===== src/logic/starMix_params.svh =====
// size macros for the star layer mixer, included by the package and the testbench
`ifndef STAR_MIX_PARAMS_SVH
`define STAR_MIX_PARAMS_SVH

// ==========================================================================
// strip geometry
// ==========================================================================

// layers per strip, tiles arrive in layer order 0, 1, 2
`define STAR_NUM_LAYERS 3

// bitplanes per tile, plane 0 is the pixel LSB
`define STAR_PLANES 3

// pixels per tile row, same as the width of one plane byte
`define STAR_TILE_W 8

// palette bank width
`define STAR_PAL_W 4

`endif


===== src/logic/starMixPkg.sv =====
// shared pixel, plane and colour types, imported by every block of the layer mixer
`include "starMix_params.svh"

package starMixPkg;

   // ==========================================================================
   // tile data
   // ==========================================================================

   // one bitplane row of a tile, MSB is the leftmost pixel
   typedef logic [`STAR_TILE_W-1:0] planeByte_t;

   // all planes of one tile, plane 0 in the low byte
   typedef planeByte_t [`STAR_PLANES-1:0] tilePlanes_t;

   // palette bank attached to a tile
   typedef logic [`STAR_PAL_W-1:0] palette_t;

   // ==========================================================================
   // pixel data
   // ==========================================================================

   // one pixel, value 0 is transparent
   typedef logic [`STAR_PLANES-1:0] pixel_t;

   // bank on top, pixel value below
   typedef logic [`STAR_PAL_W+`STAR_PLANES-1:0] colorIndex_t;

   // layer number, 3 marks background
   typedef logic [1:0] layerIdx_t;

endpackage


===== src/logic/tileLoader.sv =====
// tile intake: stages one strip of tiles, hands full strips to the lanes, paces the shifts
`timescale 1ns/1ps
`include "starMix_params.svh"

module tileLoader
(
   input  logic                   clk,
   input  logic                   CR,
   input  logic                   tileValid_i,
   output logic                   tileReady_o,
   input  starMixPkg::tilePlanes_t tilePlanes_i,
   input  starMixPkg::palette_t   tilePalette_i,
   output logic                   loadLanes_o,
   output logic                   shiftLanes_o,
   output logic                   laneValid_o,
   input  logic                   laneReady_i,
   output starMixPkg::tilePlanes_t lanePlanes_o [`STAR_NUM_LAYERS],
   output starMixPkg::palette_t   lanePalette_o [`STAR_NUM_LAYERS]
);

   import starMixPkg::*;

   localparam int CNT_W = $clog2(`STAR_TILE_W);

   // staging strip, one slot per layer
   tilePlanes_t stagePlanes [`STAR_NUM_LAYERS];
   palette_t    stagePal [`STAR_NUM_LAYERS];
   logic        stageFull;
   layerIdx_t   layerCnt;
   logic [`STAR_NUM_LAYERS-1:0] slotSel;

   // strip held in the lanes
   logic             laneValid;
   logic [CNT_W-1:0] pixCnt;
   logic             lastPix;
   logic             lanesFree;
   logic             tileAccept;

   // ==========================================================================
   // staging side
   // ==========================================================================

   assign tileReady_o = !stageFull;
   assign tileAccept  = tileValid_i && !stageFull;

   // slot decode from the layer counter, one enable per layer
   always_comb
   begin
      for (int l = 0; l < `STAR_NUM_LAYERS; l++)
      begin
         slotSel[l] = tileAccept && (layerCnt == layerIdx_t'(l));
      end
   end

   always_ff @(posedge clk)
   begin
      for (int l = 0; l < `STAR_NUM_LAYERS; l++)
      begin
         if (slotSel[l])
         begin
            stagePlanes[l] <= tilePlanes_i;
            stagePal[l]    <= tilePalette_i;
         end
      end
   end

   // layer counter wraps once the last slot fills
   always_ff @(posedge clk or negedge CR)
   begin
      if (!CR)
      begin
         layerCnt  <= '0;
         stageFull <= 1'b0;
      end
      else if (loadLanes_o)
      begin
         stageFull <= 1'b0;
      end
      else if (tileAccept)
      begin
         if (layerCnt == layerIdx_t'(`STAR_NUM_LAYERS-1))
         begin
            layerCnt  <= '0;
            stageFull <= 1'b1;
         end
         else
         begin
            layerCnt <= layerCnt + 1'b1;
         end
      end
   end

   // ==========================================================================
   // lane side
   // ==========================================================================

   assign lastPix      = (pixCnt == CNT_W'(`STAR_TILE_W-1));
   assign shiftLanes_o = laneValid && laneReady_i;

   // lanes count as free when the eighth pixel leaves this cycle
   assign lanesFree   = !laneValid || (shiftLanes_o && lastPix);
   assign loadLanes_o = stageFull && lanesFree;

   assign laneValid_o   = laneValid;
   assign lanePlanes_o  = stagePlanes;
   assign lanePalette_o = stagePal;

   always_ff @(posedge clk or negedge CR)
   begin
      if (!CR)
      begin
         laneValid <= 1'b0;
         pixCnt    <= '0;
      end
      else if (loadLanes_o)
      begin
         laneValid <= 1'b1;
         pixCnt    <= '0;
      end
      else if (shiftLanes_o)
      begin
         pixCnt <= pixCnt + 1'b1;
         if (lastPix)
            laneValid <= 1'b0;
      end
   end

endmodule


===== src/logic/planeLane.sv =====
// one layer lane: 74194 style shift registers per bitplane plus the held palette bank
`timescale 1ns/1ps
`include "starMix_params.svh"

module planeLane
(
   input  logic                    clk,
   input  logic                    CR,
   input  logic                    loadLanes_i,
   input  logic                    shiftLanes_i,
   input  starMixPkg::tilePlanes_t planes_i,
   input  starMixPkg::palette_t    palette_i,
   output starMixPkg::pixel_t      pixel_o,
   output starMixPkg::palette_t    palette_o
);

   import starMixPkg::*;

   tilePlanes_t planeQ;
   palette_t    palQ;
   logic [1:0]  modeSel;

   // 74194 mode pins, 11 load, 01 shift toward MSB, 00 hold
   assign modeSel = {loadLanes_i, loadLanes_i | shiftLanes_i};

   // ==========================================================================
   // per plane shift registers
   // ==========================================================================

   for (genvar p = 0; p < `STAR_PLANES; p++)
   begin : gPlane
      always_ff @(posedge clk or negedge CR)
      begin
         if (!CR)
         begin
            planeQ[p] <= '0;
         end
         else
         begin
            case (modeSel)
               2'b11:   planeQ[p] <= planes_i[p];
               // zero fill from the serial input
               2'b01:   planeQ[p] <= {planeQ[p][`STAR_TILE_W-2:0], 1'b0};
               default: planeQ[p] <= planeQ[p];
            endcase
         end
      end

      // leftmost pixel sits in the MSB
      assign pixel_o[p] = planeQ[p][`STAR_TILE_W-1];
   end

   // palette bank follows the tile for the whole strip
   always_ff @(posedge clk)
   begin
      if (loadLanes_i)
         palQ <= palette_i;
   end

   assign palette_o = palQ;

endmodule


===== src/logic/priorityMixer.sv =====
// layer priority pick per pixel and the registered pixel output stage
`timescale 1ns/1ps
`include "starMix_params.svh"

module priorityMixer
(
   input  logic                    clk,
   input  logic                    CR,
   input  logic                    laneValid_i,
   output logic                    laneReady_o,
   input  starMixPkg::pixel_t      lanePixel_i [`STAR_NUM_LAYERS],
   input  starMixPkg::palette_t    lanePalette_i [`STAR_NUM_LAYERS],
   output logic                    pixValid_o,
   input  logic                    pixReady_i,
   output starMixPkg::colorIndex_t pixColor_o,
   output starMixPkg::layerIdx_t   pixLayer_o
);

   import starMixPkg::*;

   logic [`STAR_NUM_LAYERS-1:0] layerHit;
   layerIdx_t   winLayer;
   colorIndex_t winColor;
   logic        pixTake;

   logic        outValid;
   colorIndex_t outColor;
   layerIdx_t   outLayer;

   // ==========================================================================
   // priority encode and select
   // ==========================================================================

   // a layer shows when any plane bit is set
   always_comb
   begin
      for (int l = 0; l < `STAR_NUM_LAYERS; l++)
      begin
         layerHit[l] = |lanePixel_i[l];
      end
   end

   // walk from the back so the lowest hit layer wins
   always_comb
   begin
      winLayer = '1;
      winColor = '0;
      for (int l = `STAR_NUM_LAYERS-1; l >= 0; l--)
      begin
         if (layerHit[l])
         begin
            winLayer = layerIdx_t'(l);
            winColor = {lanePalette_i[l], lanePixel_i[l]};
         end
      end
   end

   // ==========================================================================
   // output register
   // ==========================================================================

   // room when empty or being drained this cycle
   assign laneReady_o = !outValid || pixReady_i;
   assign pixTake     = laneValid_i && laneReady_o;

   always_ff @(posedge clk or negedge CR)
   begin
      if (!CR)
         outValid <= 1'b0;
      else if (pixTake)
         outValid <= 1'b1;
      else if (pixReady_i)
         outValid <= 1'b0;
   end

   always_ff @(posedge clk)
   begin
      if (pixTake)
      begin
         outColor <= winColor;
         outLayer <= winLayer;
      end
   end

   assign pixValid_o = outValid;
   assign pixColor_o = outColor;
   assign pixLayer_o = outLayer;

endmodule


===== src/logic/starLayerMixer.sv =====
// top level of the layer mixer: tile loader, one lane per layer, priority mixer
`timescale 1ns/1ps
`include "starMix_params.svh"

module starLayerMixer
(
   input  logic                    clk,
   input  logic                    CR,

   // tile input
   input  logic                    tileValid_i,
   output logic                    tileReady_o,
   input  starMixPkg::tilePlanes_t tilePlanes_i,
   input  starMixPkg::palette_t    tilePalette_i,

   // pixel output
   output logic                    pixValid_o,
   input  logic                    pixReady_i,
   output starMixPkg::colorIndex_t pixColor_o,
   output starMixPkg::layerIdx_t   pixLayer_o
);

   import starMixPkg::*;

   logic        loadLanes;
   logic        shiftLanes;
   logic        laneValid;
   logic        laneReady;
   tilePlanes_t lanePlanes [`STAR_NUM_LAYERS];
   palette_t    laneBank [`STAR_NUM_LAYERS];
   pixel_t      lanePixel [`STAR_NUM_LAYERS];
   palette_t    lanePalette [`STAR_NUM_LAYERS];

   // ==========================================================================
   // strip intake
   // ==========================================================================

   tileLoader tileLoader_i
   (
      .clk           (clk),
      .CR            (CR),
      .tileValid_i   (tileValid_i),
      .tileReady_o   (tileReady_o),
      .tilePlanes_i  (tilePlanes_i),
      .tilePalette_i (tilePalette_i),
      .loadLanes_o   (loadLanes),
      .shiftLanes_o  (shiftLanes),
      .laneValid_o   (laneValid),
      .laneReady_i   (laneReady),
      .lanePlanes_o  (lanePlanes),
      .lanePalette_o (laneBank)
   );

   // one lane per layer, all strobed together
   for (genvar l = 0; l < `STAR_NUM_LAYERS; l++)
   begin : gLane
      planeLane planeLane_i
      (
         .clk          (clk),
         .CR           (CR),
         .loadLanes_i  (loadLanes),
         .shiftLanes_i (shiftLanes),
         .planes_i     (lanePlanes[l]),
         .palette_i    (laneBank[l]),
         .pixel_o      (lanePixel[l]),
         .palette_o    (lanePalette[l])
      );
   end

   // ==========================================================================
   // layer select and output
   // ==========================================================================

   priorityMixer priorityMixer_i
   (
      .clk           (clk),
      .CR            (CR),
      .laneValid_i   (laneValid),
      .laneReady_o   (laneReady),
      .lanePixel_i   (lanePixel),
      .lanePalette_i (lanePalette),
      .pixValid_o    (pixValid_o),
      .pixReady_i    (pixReady_i),
      .pixColor_o    (pixColor_o),
      .pixLayer_o    (pixLayer_o)
   );

endmodule


===== config.mk =====
export PLATFORM = sky130hd
export DESIGN_NAME = starLayerMixer
export DESIGN_NICKNAME = d
export VERILOG_FILES = /design/src/logic/starMixPkg.sv /design/src/logic/tileLoader.sv /design/src/logic/planeLane.sv /design/src/logic/priorityMixer.sv /design/src/logic/starLayerMixer.sv
export VERILOG_INCLUDE_DIRS = /design/src /design/src/logic
export SDC_FILE = /design/constraint.sdc
export NUM_CORES = 1
export LEC_CHECK = 0
export BUFFER_PORTS_ARGS = -buffer_cell sky130_fd_sc_hd__buf_2
export CAP_MARGIN = 25
export CORE_ASPECT_RATIO = 0.6
export CORE_MARGIN = 8
export CORE_UTILIZATION = 40
export DETAILED_ROUTE_END_ITERATION = 6
export PLACE_DENSITY = 0.57
export SLEW_MARGIN = 40
export SYNTH_ARGS = -nofsm -noshare
export SYNTH_HDL_FRONTEND = slang
export SYNTH_SLANG_ARGS = --single-unit

===== constraint.sdc =====
create_clock -name clk -period 8 [get_ports clk]
set_input_delay 1.6 -clock clk [delete_from_list [all_inputs] [get_ports clk]]
set_output_delay 1.6 -clock clk [all_outputs]
set_load 0.05 [all_outputs]

==> results.cfg, run 1 <==
[synthesis]
synth.top_cell.area_share_pct = 44.2
ys_warn_count = 0
yosysSeqAreaShare_pct = 72.3
synth_enable_flop_cells = 105
synth-main-ff-cell = edfxtp_1
ys_top_cells_by_count = 116 x mux2_2, 105 x edfxtp_1, 80 x dfrtp_1
syn_nets = 427
ys_ff_latch = 185
synthesis.area_sq_um = 7130
synth.largest_area_cell = edfxtp_1
synthCells = 393
synthTopCellsByArea = edfxtp_1 44%, dfrtp_1 28%, mux2_2 18%
async_flop_share_pct = 43.2
synth_cell_types = 28
post-synth-top-count-cell = mux2_2
syn_avg_cell_area_sq_um = 18.1

[finish]
seq_area_sq_um = 5150
syn_to_final_growth_pct = 15.0
fillers = 1509
postLayoutCellArea_sq_um = 8200
multiInputGateArea_sq_um = 1860
antenna_cells = 0
layout.nets = 477
drive_above_1_share_pct = 46.9

[critical_path]
cp_cell_sequence = buf_2 -> nand2b_4 -> nand2_4 -> inv_2 -> buf_4 -> mux2_2 -> mux2_2
crit_top_cell = mux2_2
worstPathMaxFanout = 37
crit_buf_inv = 3
start_kind = input pin
cp_data_arrival_time_ps = 3740
critPathKind = input pin to register
crit_family = buffers and inverters
end_kind = register
required_ps = 8300
slowest_stage = inv_2
crit_path_max_incr_delay_ps = 560

[clock_tree]
cts-root-buf = clkbuf_16
cts_buffers = 17
cts.clk_slew.worst_paths_ps = 70
cts_setup_buffers = 0
ctsResizeCount = 0
clkLatencyLatePin_ps = 420
clock_sinks = 185
cts-hold-fix-buffers = 0
h-tree-depth = 4
clock_path_buffers = 2
cts_tree = built

[power]
ir_worst_vdd_mv = 0.180
power_frac_clock_pct = 29.2
p_leak_nw = 3.44
swShare_pct = 28.5
p_sw_uw = 832
powerDensity_nw_per_um2 = 356
seq_power_share_pct = 47.9
p_int_mw = 2.09
combPwrFrac_pct = 22.9

[timing]
tightest_slew_ps = 715
fin_crit_ps = 3430
fmax_mhz = 291
hold_viol = 0
rsz0062_at_grt = false
finalSetupTns_ps = 0
setup_viol = 0
min_period_over_period_pct = 42.9
fin_worst_skew_ps = 12.4
final_max_slew_viol_count = 0
slew_headroom_pct = 52.3

[grt]
grt_max_degree = 66
gr-total-overflow = 0
grt.total_usage_pct = 11.6
antenna_found_initial = 0
first_global_vias = 3550
grt_pass1_wl_mm = 20.3

[route]
wire_per_inst_um = 18.3
firstDrtPassIters = 4
via_count = 3321
ant_nets = 0
drc_errors = 0
viasPerCell = 4.81
drtIter0Drc = 121
routed_wl_mm = 12.7

[placed_design]
placed_area_sq_um = 7590
port-buffer-count = 42
hpwl_mm = 7.88
place.gp.congestion = 0.739

[floorplanning]
start_util_pct = 41.2
io-pin-count = 43
fp.dieW_um = 188
fp.dieH_um = 119
core_area_sq_um = 17300
num_rows = 37
die_area_sq_um = 22500

[hold_path]
hold_class = register to register

[status]
status = complete, no violations

[flow_run]
cap_violations = 0
-- metrics by stage --
stage / power (mW) / instances / setup WS, ps / hold WS (ps) / utilization [%]
after global routing: 3.08 / 690 / 4440 / 428 / 47.3
after CTS: 2.96 / 690 / 4540 / 425 / 47.3
final: 2.92 / 690 / 4570 / 424 / 47.3
after detailed placement: 2.10 / 658 / 4080 / 408 / 43.8
after global placement: 2.08 / 658 / 4000 / 404 / 43.8
after floorplan: 1.92 / 393 / 3630 / 400 / -
-- cells in the final DEF (no fill, tap or decap), types with 3 or more instances in the layout --
| cell type | netlist | layout |
|---|---|---|
| dfrtp_1 | 80 | 80 |
| a22o_1 | 9 | 9 |
| nand2_1 | 8 | 7 |
| nor3_1 | 4 | 3 |
| buf_4 | 7 | 5 |
| inv_1 | 4 | 3 |
| a221oi_1 | 4 | 4 |
| clkbuf_16 | 0 | 18 |
| mux2_4 | 10 | 10 |
| buf_2 | 4 | 41 |
| inv_6 | 0 | 5 |
| a21o_1 | 3 | 3 |
| a21oi_1 | 5 | 5 |
| nor2_1 | 12 | 12 |
| edfxtp_1 | 105 | 105 |
| mux2_2 | 116 | 116 |
-- cell families after synthesis --
kind of cell | count (synthesis) | share of synthesized area, %
fa+ha+maj | 2 | 0.351
compound gates | 26 | 2.81
simple gates | 31 | 2.16
buf+inv | 22 | 1.81
xor+xnor | 1 | 0.123
mux | 126 | 20.4
flops | 185 | 72.3
-- layout make-up --
type | instances | share of cell area (%)
clock buffers | 21 | 5.75
clock inverters | 11 | 1.62
inverters | 5 | 0.229
multi-input cells | 186 | 22.7
flip-flops and latches | 185 | 62.9
well taps | 234 | 3.57
repair buffers | 48 | 3.24
-- power groups by stage --
stage	logic, mW	registers (mW)	clock network, mW
final	0.670	1.40	0.852
after CTS	0.683	1.40	0.873
after detailed placement	0.680	1.42	0
after global routing	0.739	1.43	0.910
after global placement	0.664	1.41	0
after floorplan	0.465	1.46	0
-- registers in the layout, indices dropped and copies added (netlist names), 2 cells and up --
| register | flops |
|---|---|
| tileLoader_i.lanePlanes_o | 72 |
| gLane.planeLane_i.planeQ | 63 |
| gLane.planeLane_i.palette_o | 12 |
| tileLoader_i.lanePalette_o | 12 |
| gLane.planeLane_i.pixel_o | 9 |
| priorityMixer_i.pixColor_o | 7 |
| tileLoader_i.pixCnt | 3 |
| priorityMixer_i.pixLayer_o | 2 |
| tileLoader_i.layerCnt | 2 |
-- final timing paths --
path                                               startpoint                                end  slack, ps  cells after the start
max in group asynchronous                                  CR    gLane[2].planeLane_i.planeQ[17]       6070                      2
worst max-delay path                               pixReady_i     gLane[1].planeLane_i.planeQ[3]       4570                      7
worst min-delay path            tileLoader_i.lanePalette_o[2]  gLane[2].planeLane_i.palette_o[2]        420                      0
worst min register to register  tileLoader_i.lanePalette_o[2]  gLane[2].planeLane_i.palette_o[2]        420                      0
min in group asynchronous                                  CR     gLane[0].planeLane_i.planeQ[5]       1060                      1
worst max register to register     priorityMixer_i.pixValid_o     gLane[1].planeLane_i.planeQ[3]       5450                      6
-- metal layers --
layer	vias to the layer above	global-route usage, %	part of all wire [%]
li1	1572	-	-
met1	1694	17.0	52
met2	43	16.4	43
met3	12	3.29	3.3
met4	0	3.65	0.92
met5	-	0	0
-- worst register-to-register path: cells and delay by family, from the launching register on --
| family | cells | cell delay (ps) |
|---|---|---|
| mux | 2 | 680 |
| simple gates | 2 | 230 |
| buf+inv | 2 | 1130 |
| flops | 1 | 400 |
(Power assumes the default switching activity.)
==> run 2, diff against run 1 <==
clock period = 3.4 ns   (was 8 ns; I/O delays follow)
==> run 2 against run 1 <==
Register-to-register slack worse by 4200 ps; via count is 4.5% higher; global-route usage is 0.63 points higher; core utilization is 0.67 points higher; largest cell class unchanged; sequential share of layout area is 0.88 points lower; flip-flop and latch count stayed put; hold slack worse by 130 ps; sequential power is 140% higher; critical path depth is 1 lower; worst setup slack worse by 3300 ps.
==> results.cfg, run 2 (same netlist as run 1, synthesis figures left out) <==
[status]
status = complete, no violations

[timing]
fin_worst_skew_ps = 10.6
setup_ws_ps = 1250
min_period_over_period_pct = 63.1
fmax_mhz = 466
hold_viol = 0
finalSetupTns_ps = 0
slew_headroom_pct = 49.7
tightest_slew_ps = 754
setup_viol = 0
fin_crit_ps = 2150
final_max_slew_viol_count = 0
rsz0062_at_grt = false

[critical_path]
required_ps = 3710
start_kind = register
crit_path_max_incr_delay_ps = 410
end_kind = register
crit_top_cell = mux2_2
slowest_stage = dfrtp_1
cp_cell_sequence = nand2b_4 -> nand2_4 -> inv_2 -> buf_4 -> mux2_2 -> mux2_2
worstPathMaxFanout = 21
cp_data_arrival_time_ps = 2460
critPathKind = register to register

[floorplanning]
fp.dieW_um = 188
fp.dieH_um = 119
die_area_sq_um = 22500
num_rows = 37
start_util_pct = 41.2
io-pin-count = 43
core_area_sq_um = 17300

[flow_run]
cap_violations = 0

[clock_tree]
cts-root-buf = clkbuf_16
cts_tree = built
clock_sinks = 185
h-tree-depth = 4
cts-hold-fix-buffers = 0
clkLatencyLatePin_ps = 420
cts_buffers = 17
clock_path_buffers = 2
ctsResizeCount = 0
cts.clk_slew.worst_paths_ps = 80
cts_setup_buffers = 0

[grt]
first_global_vias = 3819
gr-total-overflow = 0
grt_pass1_wl_mm = 21.3
met3_usage_pct = 3.73
grt-busiest-layer = met2
grt_max_degree = 51
grt.total_usage_pct = 12.3
antenna_found_initial = 0
met1_usage_pct = 17.3
use_met2_pct = 18.1

[finish]
drive_above_1_share_pct = 47.6
final_common_cell = mux2_2
largest_register_ffs = 72
final_cell_mix = 116 x mux2_2, 105 x edfxtp_1, 80 x dfrtp_1
fin_util_pct = 48.0
layout.nets = 481
antenna_cells = 0
syn_to_final_growth_pct = 16.6

[power]
power_frac_clock_pct = 29.5
powerDensity_nw_per_um2 = 844
p_sw_mw = 2.09
combPwrFrac_pct = 23.6
seq_power_share_pct = 46.9
swShare_pct = 29.8
ir_worst_vdd_mv = 0.373
p_int_mw = 4.93
p_leak_nw = 3.50

[route]
via_count = 3470
routed_wl_mm = 13.1
drtIter0Drc = 248
ant_nets = 0
drc_errors = 0
firstDrtPassIters = 4
viasPerCell = 5.00
wire_per_inst_um = 18.9

[placed_design]
place.gp.congestion = 0.721
hpwl_mm = 8.26
post-place-ws_ps = 833
port-buffer-count = 42

[hold_path]
hold_class = input pin to asynchronous set/reset pin
-- run 2: metrics by stage --
stage	instances	total power, mW	hold slack [ps]	instance area (sq um)
5_1_grt	694	7.38	356	8310
3_5_place_dp	662	5.02	405	7680
3_3_place_gp	662	4.96	403	7680
2_1_floorplan	393	4.53	384	7140
6_report	694	7.02	297	8310
4_1_cts	694	7.10	329	8310
-- run 2: path summary, 6_finish.rpt --
check / from / to / slack, ps / cells after the start
min in group clk: tileLoader_i.lanePalette_o[0] / gLane[2].planeLane_i.palette_o[0] / 420 / 0
max in group asynchronous: CR / gLane[0].planeLane_i.planeQ[12] / 2380 / 2
worst min-delay path: CR / gLane[2].planeLane_i.pixel_o[0] / 300 / 1
worst min register to register: tileLoader_i.lanePalette_o[0] / gLane[2].planeLane_i.palette_o[0] / 420 / 0
worst max register to register: priorityMixer_i.pixValid_o / gLane[1].planeLane_i.planeQ[4] / 1250 / 6
worst max-delay path: priorityMixer_i.pixValid_o / gLane[1].planeLane_i.planeQ[4] / 1250 / 6
-- run 2: power by group through the flow --
stage | combinational (mW) | sequential [mW] | clock [mW]
after floorplan | 1.10 | 3.43 | 0
after global placement | 1.64 | 3.32 | 0
after detailed placement | 1.68 | 3.34 | 0
after CTS | 1.69 | 3.29 | 2.12
after global routing | 1.81 | 3.36 | 2.21
final | 1.66 | 3.29 | 2.07
-- run 2: layout make-up --
cell class                 instances  area, sq um
fill                            1490         9000
clock inverter                    15          204
tap                              234          293
inverter                           5         18.8
clock buffer                      17          425
timing repair buffer              52          338
sequential                       185         5150
multi-input combinational        186         1880
-- run 2: critical path: cells and delay by family (launching register included) --
kind                   cells  cell delay [ps]
buffers and inverters      2              750
flip-flops                 1              410
multiplexers               2              640
AND/OR/NAND/NOR            2              240
-- run 2: routing by layer --
layer | wire, um | vias up
met2 | 5750 | 52
met5 | 0 | -
li1 | - | 1582
met3 | 439 | 8
met1 | 6880 | 1828
met4 | 53 | 0
==> run 3, diff against run 2 <==
clock period = 2.2 ns   (was 3.4 ns; I/O delays follow)
==> run 3 against run 2 <==
Flip-flop and latch count unchanged; hold slack worse by 260 ps; non-clock buffer count rose by 5; critical endpoint is now gLane[1].planeLane_i.planeQ[21].
==> results.cfg, run 3 (same netlist as run 1, synthesis figures left out) <==
[grt]
grt_max_degree = 47
grt_pass1_wl_mm = 20.5
gr-total-overflow = 0
first_global_vias = 3660
use_met2_pct = 17.8
antenna_found_initial = 0
met1_usage_pct = 16.5
grt.total_usage_pct = 11.8
met3_usage_pct = 3.00
grt-busiest-layer = met2

[finish]
final_cell_mix = 116 x mux2_2, 105 x edfxtp_1, 80 x dfrtp_1
fin_util_pct = 47.9
syn_to_final_growth_pct = 16.4
final_common_cell = mux2_2
drive_above_1_share_pct = 48.0
layout.nets = 486
largest_register_ffs = 72
antenna_cells = 0

[timing]
final_max_slew_viol_count = 0
finalSetupTns_ps = 0
rsz0062_at_grt = false
fin_worst_skew_ps = 7.42
slew_headroom_pct = 57.5
min_period_over_period_pct = 87.9
fin_crit_ps = 1930
tightest_slew_ps = 637
hold_viol = 0
setup_ws_ps = 266
fmax_mhz = 517
setup_viol = 0

[clock_tree]
h-tree-depth = 4
cts-hold-fix-buffers = 0
cts_buffers = 17
clock_sinks = 185
ctsResizeCount = 0
cts-root-buf = clkbuf_16
cts.clk_slew.worst_paths_ps = 70
cts_setup_buffers = 0
clkLatencyLatePin_ps = 410
cts_tree = built
clock_path_buffers = 2

[route]
ant_nets = 0
routed_wl_mm = 12.5
viasPerCell = 4.91
drtIter0Drc = 168
wire_per_inst_um = 17.9
drc_errors = 0
firstDrtPassIters = 4
via_count = 3429

[flow_run]
cap_violations = 0

[critical_path]
worstPathMaxFanout = 21
cp_data_arrival_time_ps = 2230
crit_buf_inv = 1
required_ps = 2490
slowest_stage = dfrtp_1
crit_top_cell = ha_1
crit_family = adder cells
critPathKind = register to register
crit_path_max_incr_delay_ps = 410
end_kind = register
cp_cell_sequence = ha_1 -> ha_1 -> a21o_1 -> nand2_2 -> buf_4 -> mux2_2
start_kind = register

[power]
ir_worst_vdd_mv = 0.522
powerDensity_nw_per_um2 = 1260
power_frac_clock_pct = 27.3
combPwrFrac_pct = 24.3
p_int_mw = 7.37
swShare_pct = 29.8
p_total_mw = 10.5
p_leak_nw = 3.49
seq_power_share_pct = 48.4
p_sw_mw = 3.12

[placed_design]
port-buffer-count = 42
place.gp.congestion = 0.742
hpwl_mm = 8.08
post-place-ws_ps = 274

[floorplanning]
io-pin-count = 43
fp.dieH_um = 119
fp.dieW_um = 188
num_rows = 37
start_util_pct = 41.2
core_area_sq_um = 17300
die_area_sq_um = 22500

[status]
status = complete, no violations

[hold_path]
hold_class = input pin to asynchronous set/reset pin
run 3: power by group through the flow:
stage               combinational, mW  sequential [mW]  clock, mW
detailed placement               2.60             5.16          0
global placement                 2.53             5.13          0
finish                           2.55             5.08       2.86
global route                     2.81             5.18       3.07
floorplan                        1.72             5.31          0
CTS                              2.61             5.09       2.94
run 3: final timing paths:
kind	cells past startpoint	slack (ps)	to	start
max	6	270	gLane[1].planeLane_i.planeQ[21]	tileLoader_i.pixCnt[0]
min	1	30	gLane[0].planeLane_i.pixel_o[0]	CR
max reg2reg	6	270	gLane[1].planeLane_i.planeQ[21]	tileLoader_i.pixCnt[0]
min reg2reg	0	420	gLane[1].planeLane_i.palette_o[0]	tileLoader_i.lanePalette_o[4]
max in group asynchronous	2	1540	gLane[0].planeLane_i.planeQ[13]	CR
min in group clk	1	220	tileLoader_i.lanePlanes_o[40]	tilePlanes_i[16]
run 3: metal layers:
layer | up-vias | share of wire [%]
li1 | 1599 | -
met1 | 1762 | 51
met2 | 60 | 45
met3 | 8 | 3.3
met4 | 0 | 0.68
met5 | - | 0
run 3: final cells by class:
class,count,area [sq um]
clock buffer,17,425
sequential,185,5150
tap,234,293
timing repair buffer,57,388
inverter,5,22.5
fill,1475,9020
clock inverter,15,130
multi-input combinational,186,1880
run 3: through the flow:
step	cell area, sq um	hold slack [ps]	instances
5_1_grt	8290	87.1	699
3_5_place_dp	7740	406	667
6_report	8290	34.7	699
4_1_cts	8290	57.9	699
2_1_floorplan	7170	144	393
3_3_place_gp	7740	405	667
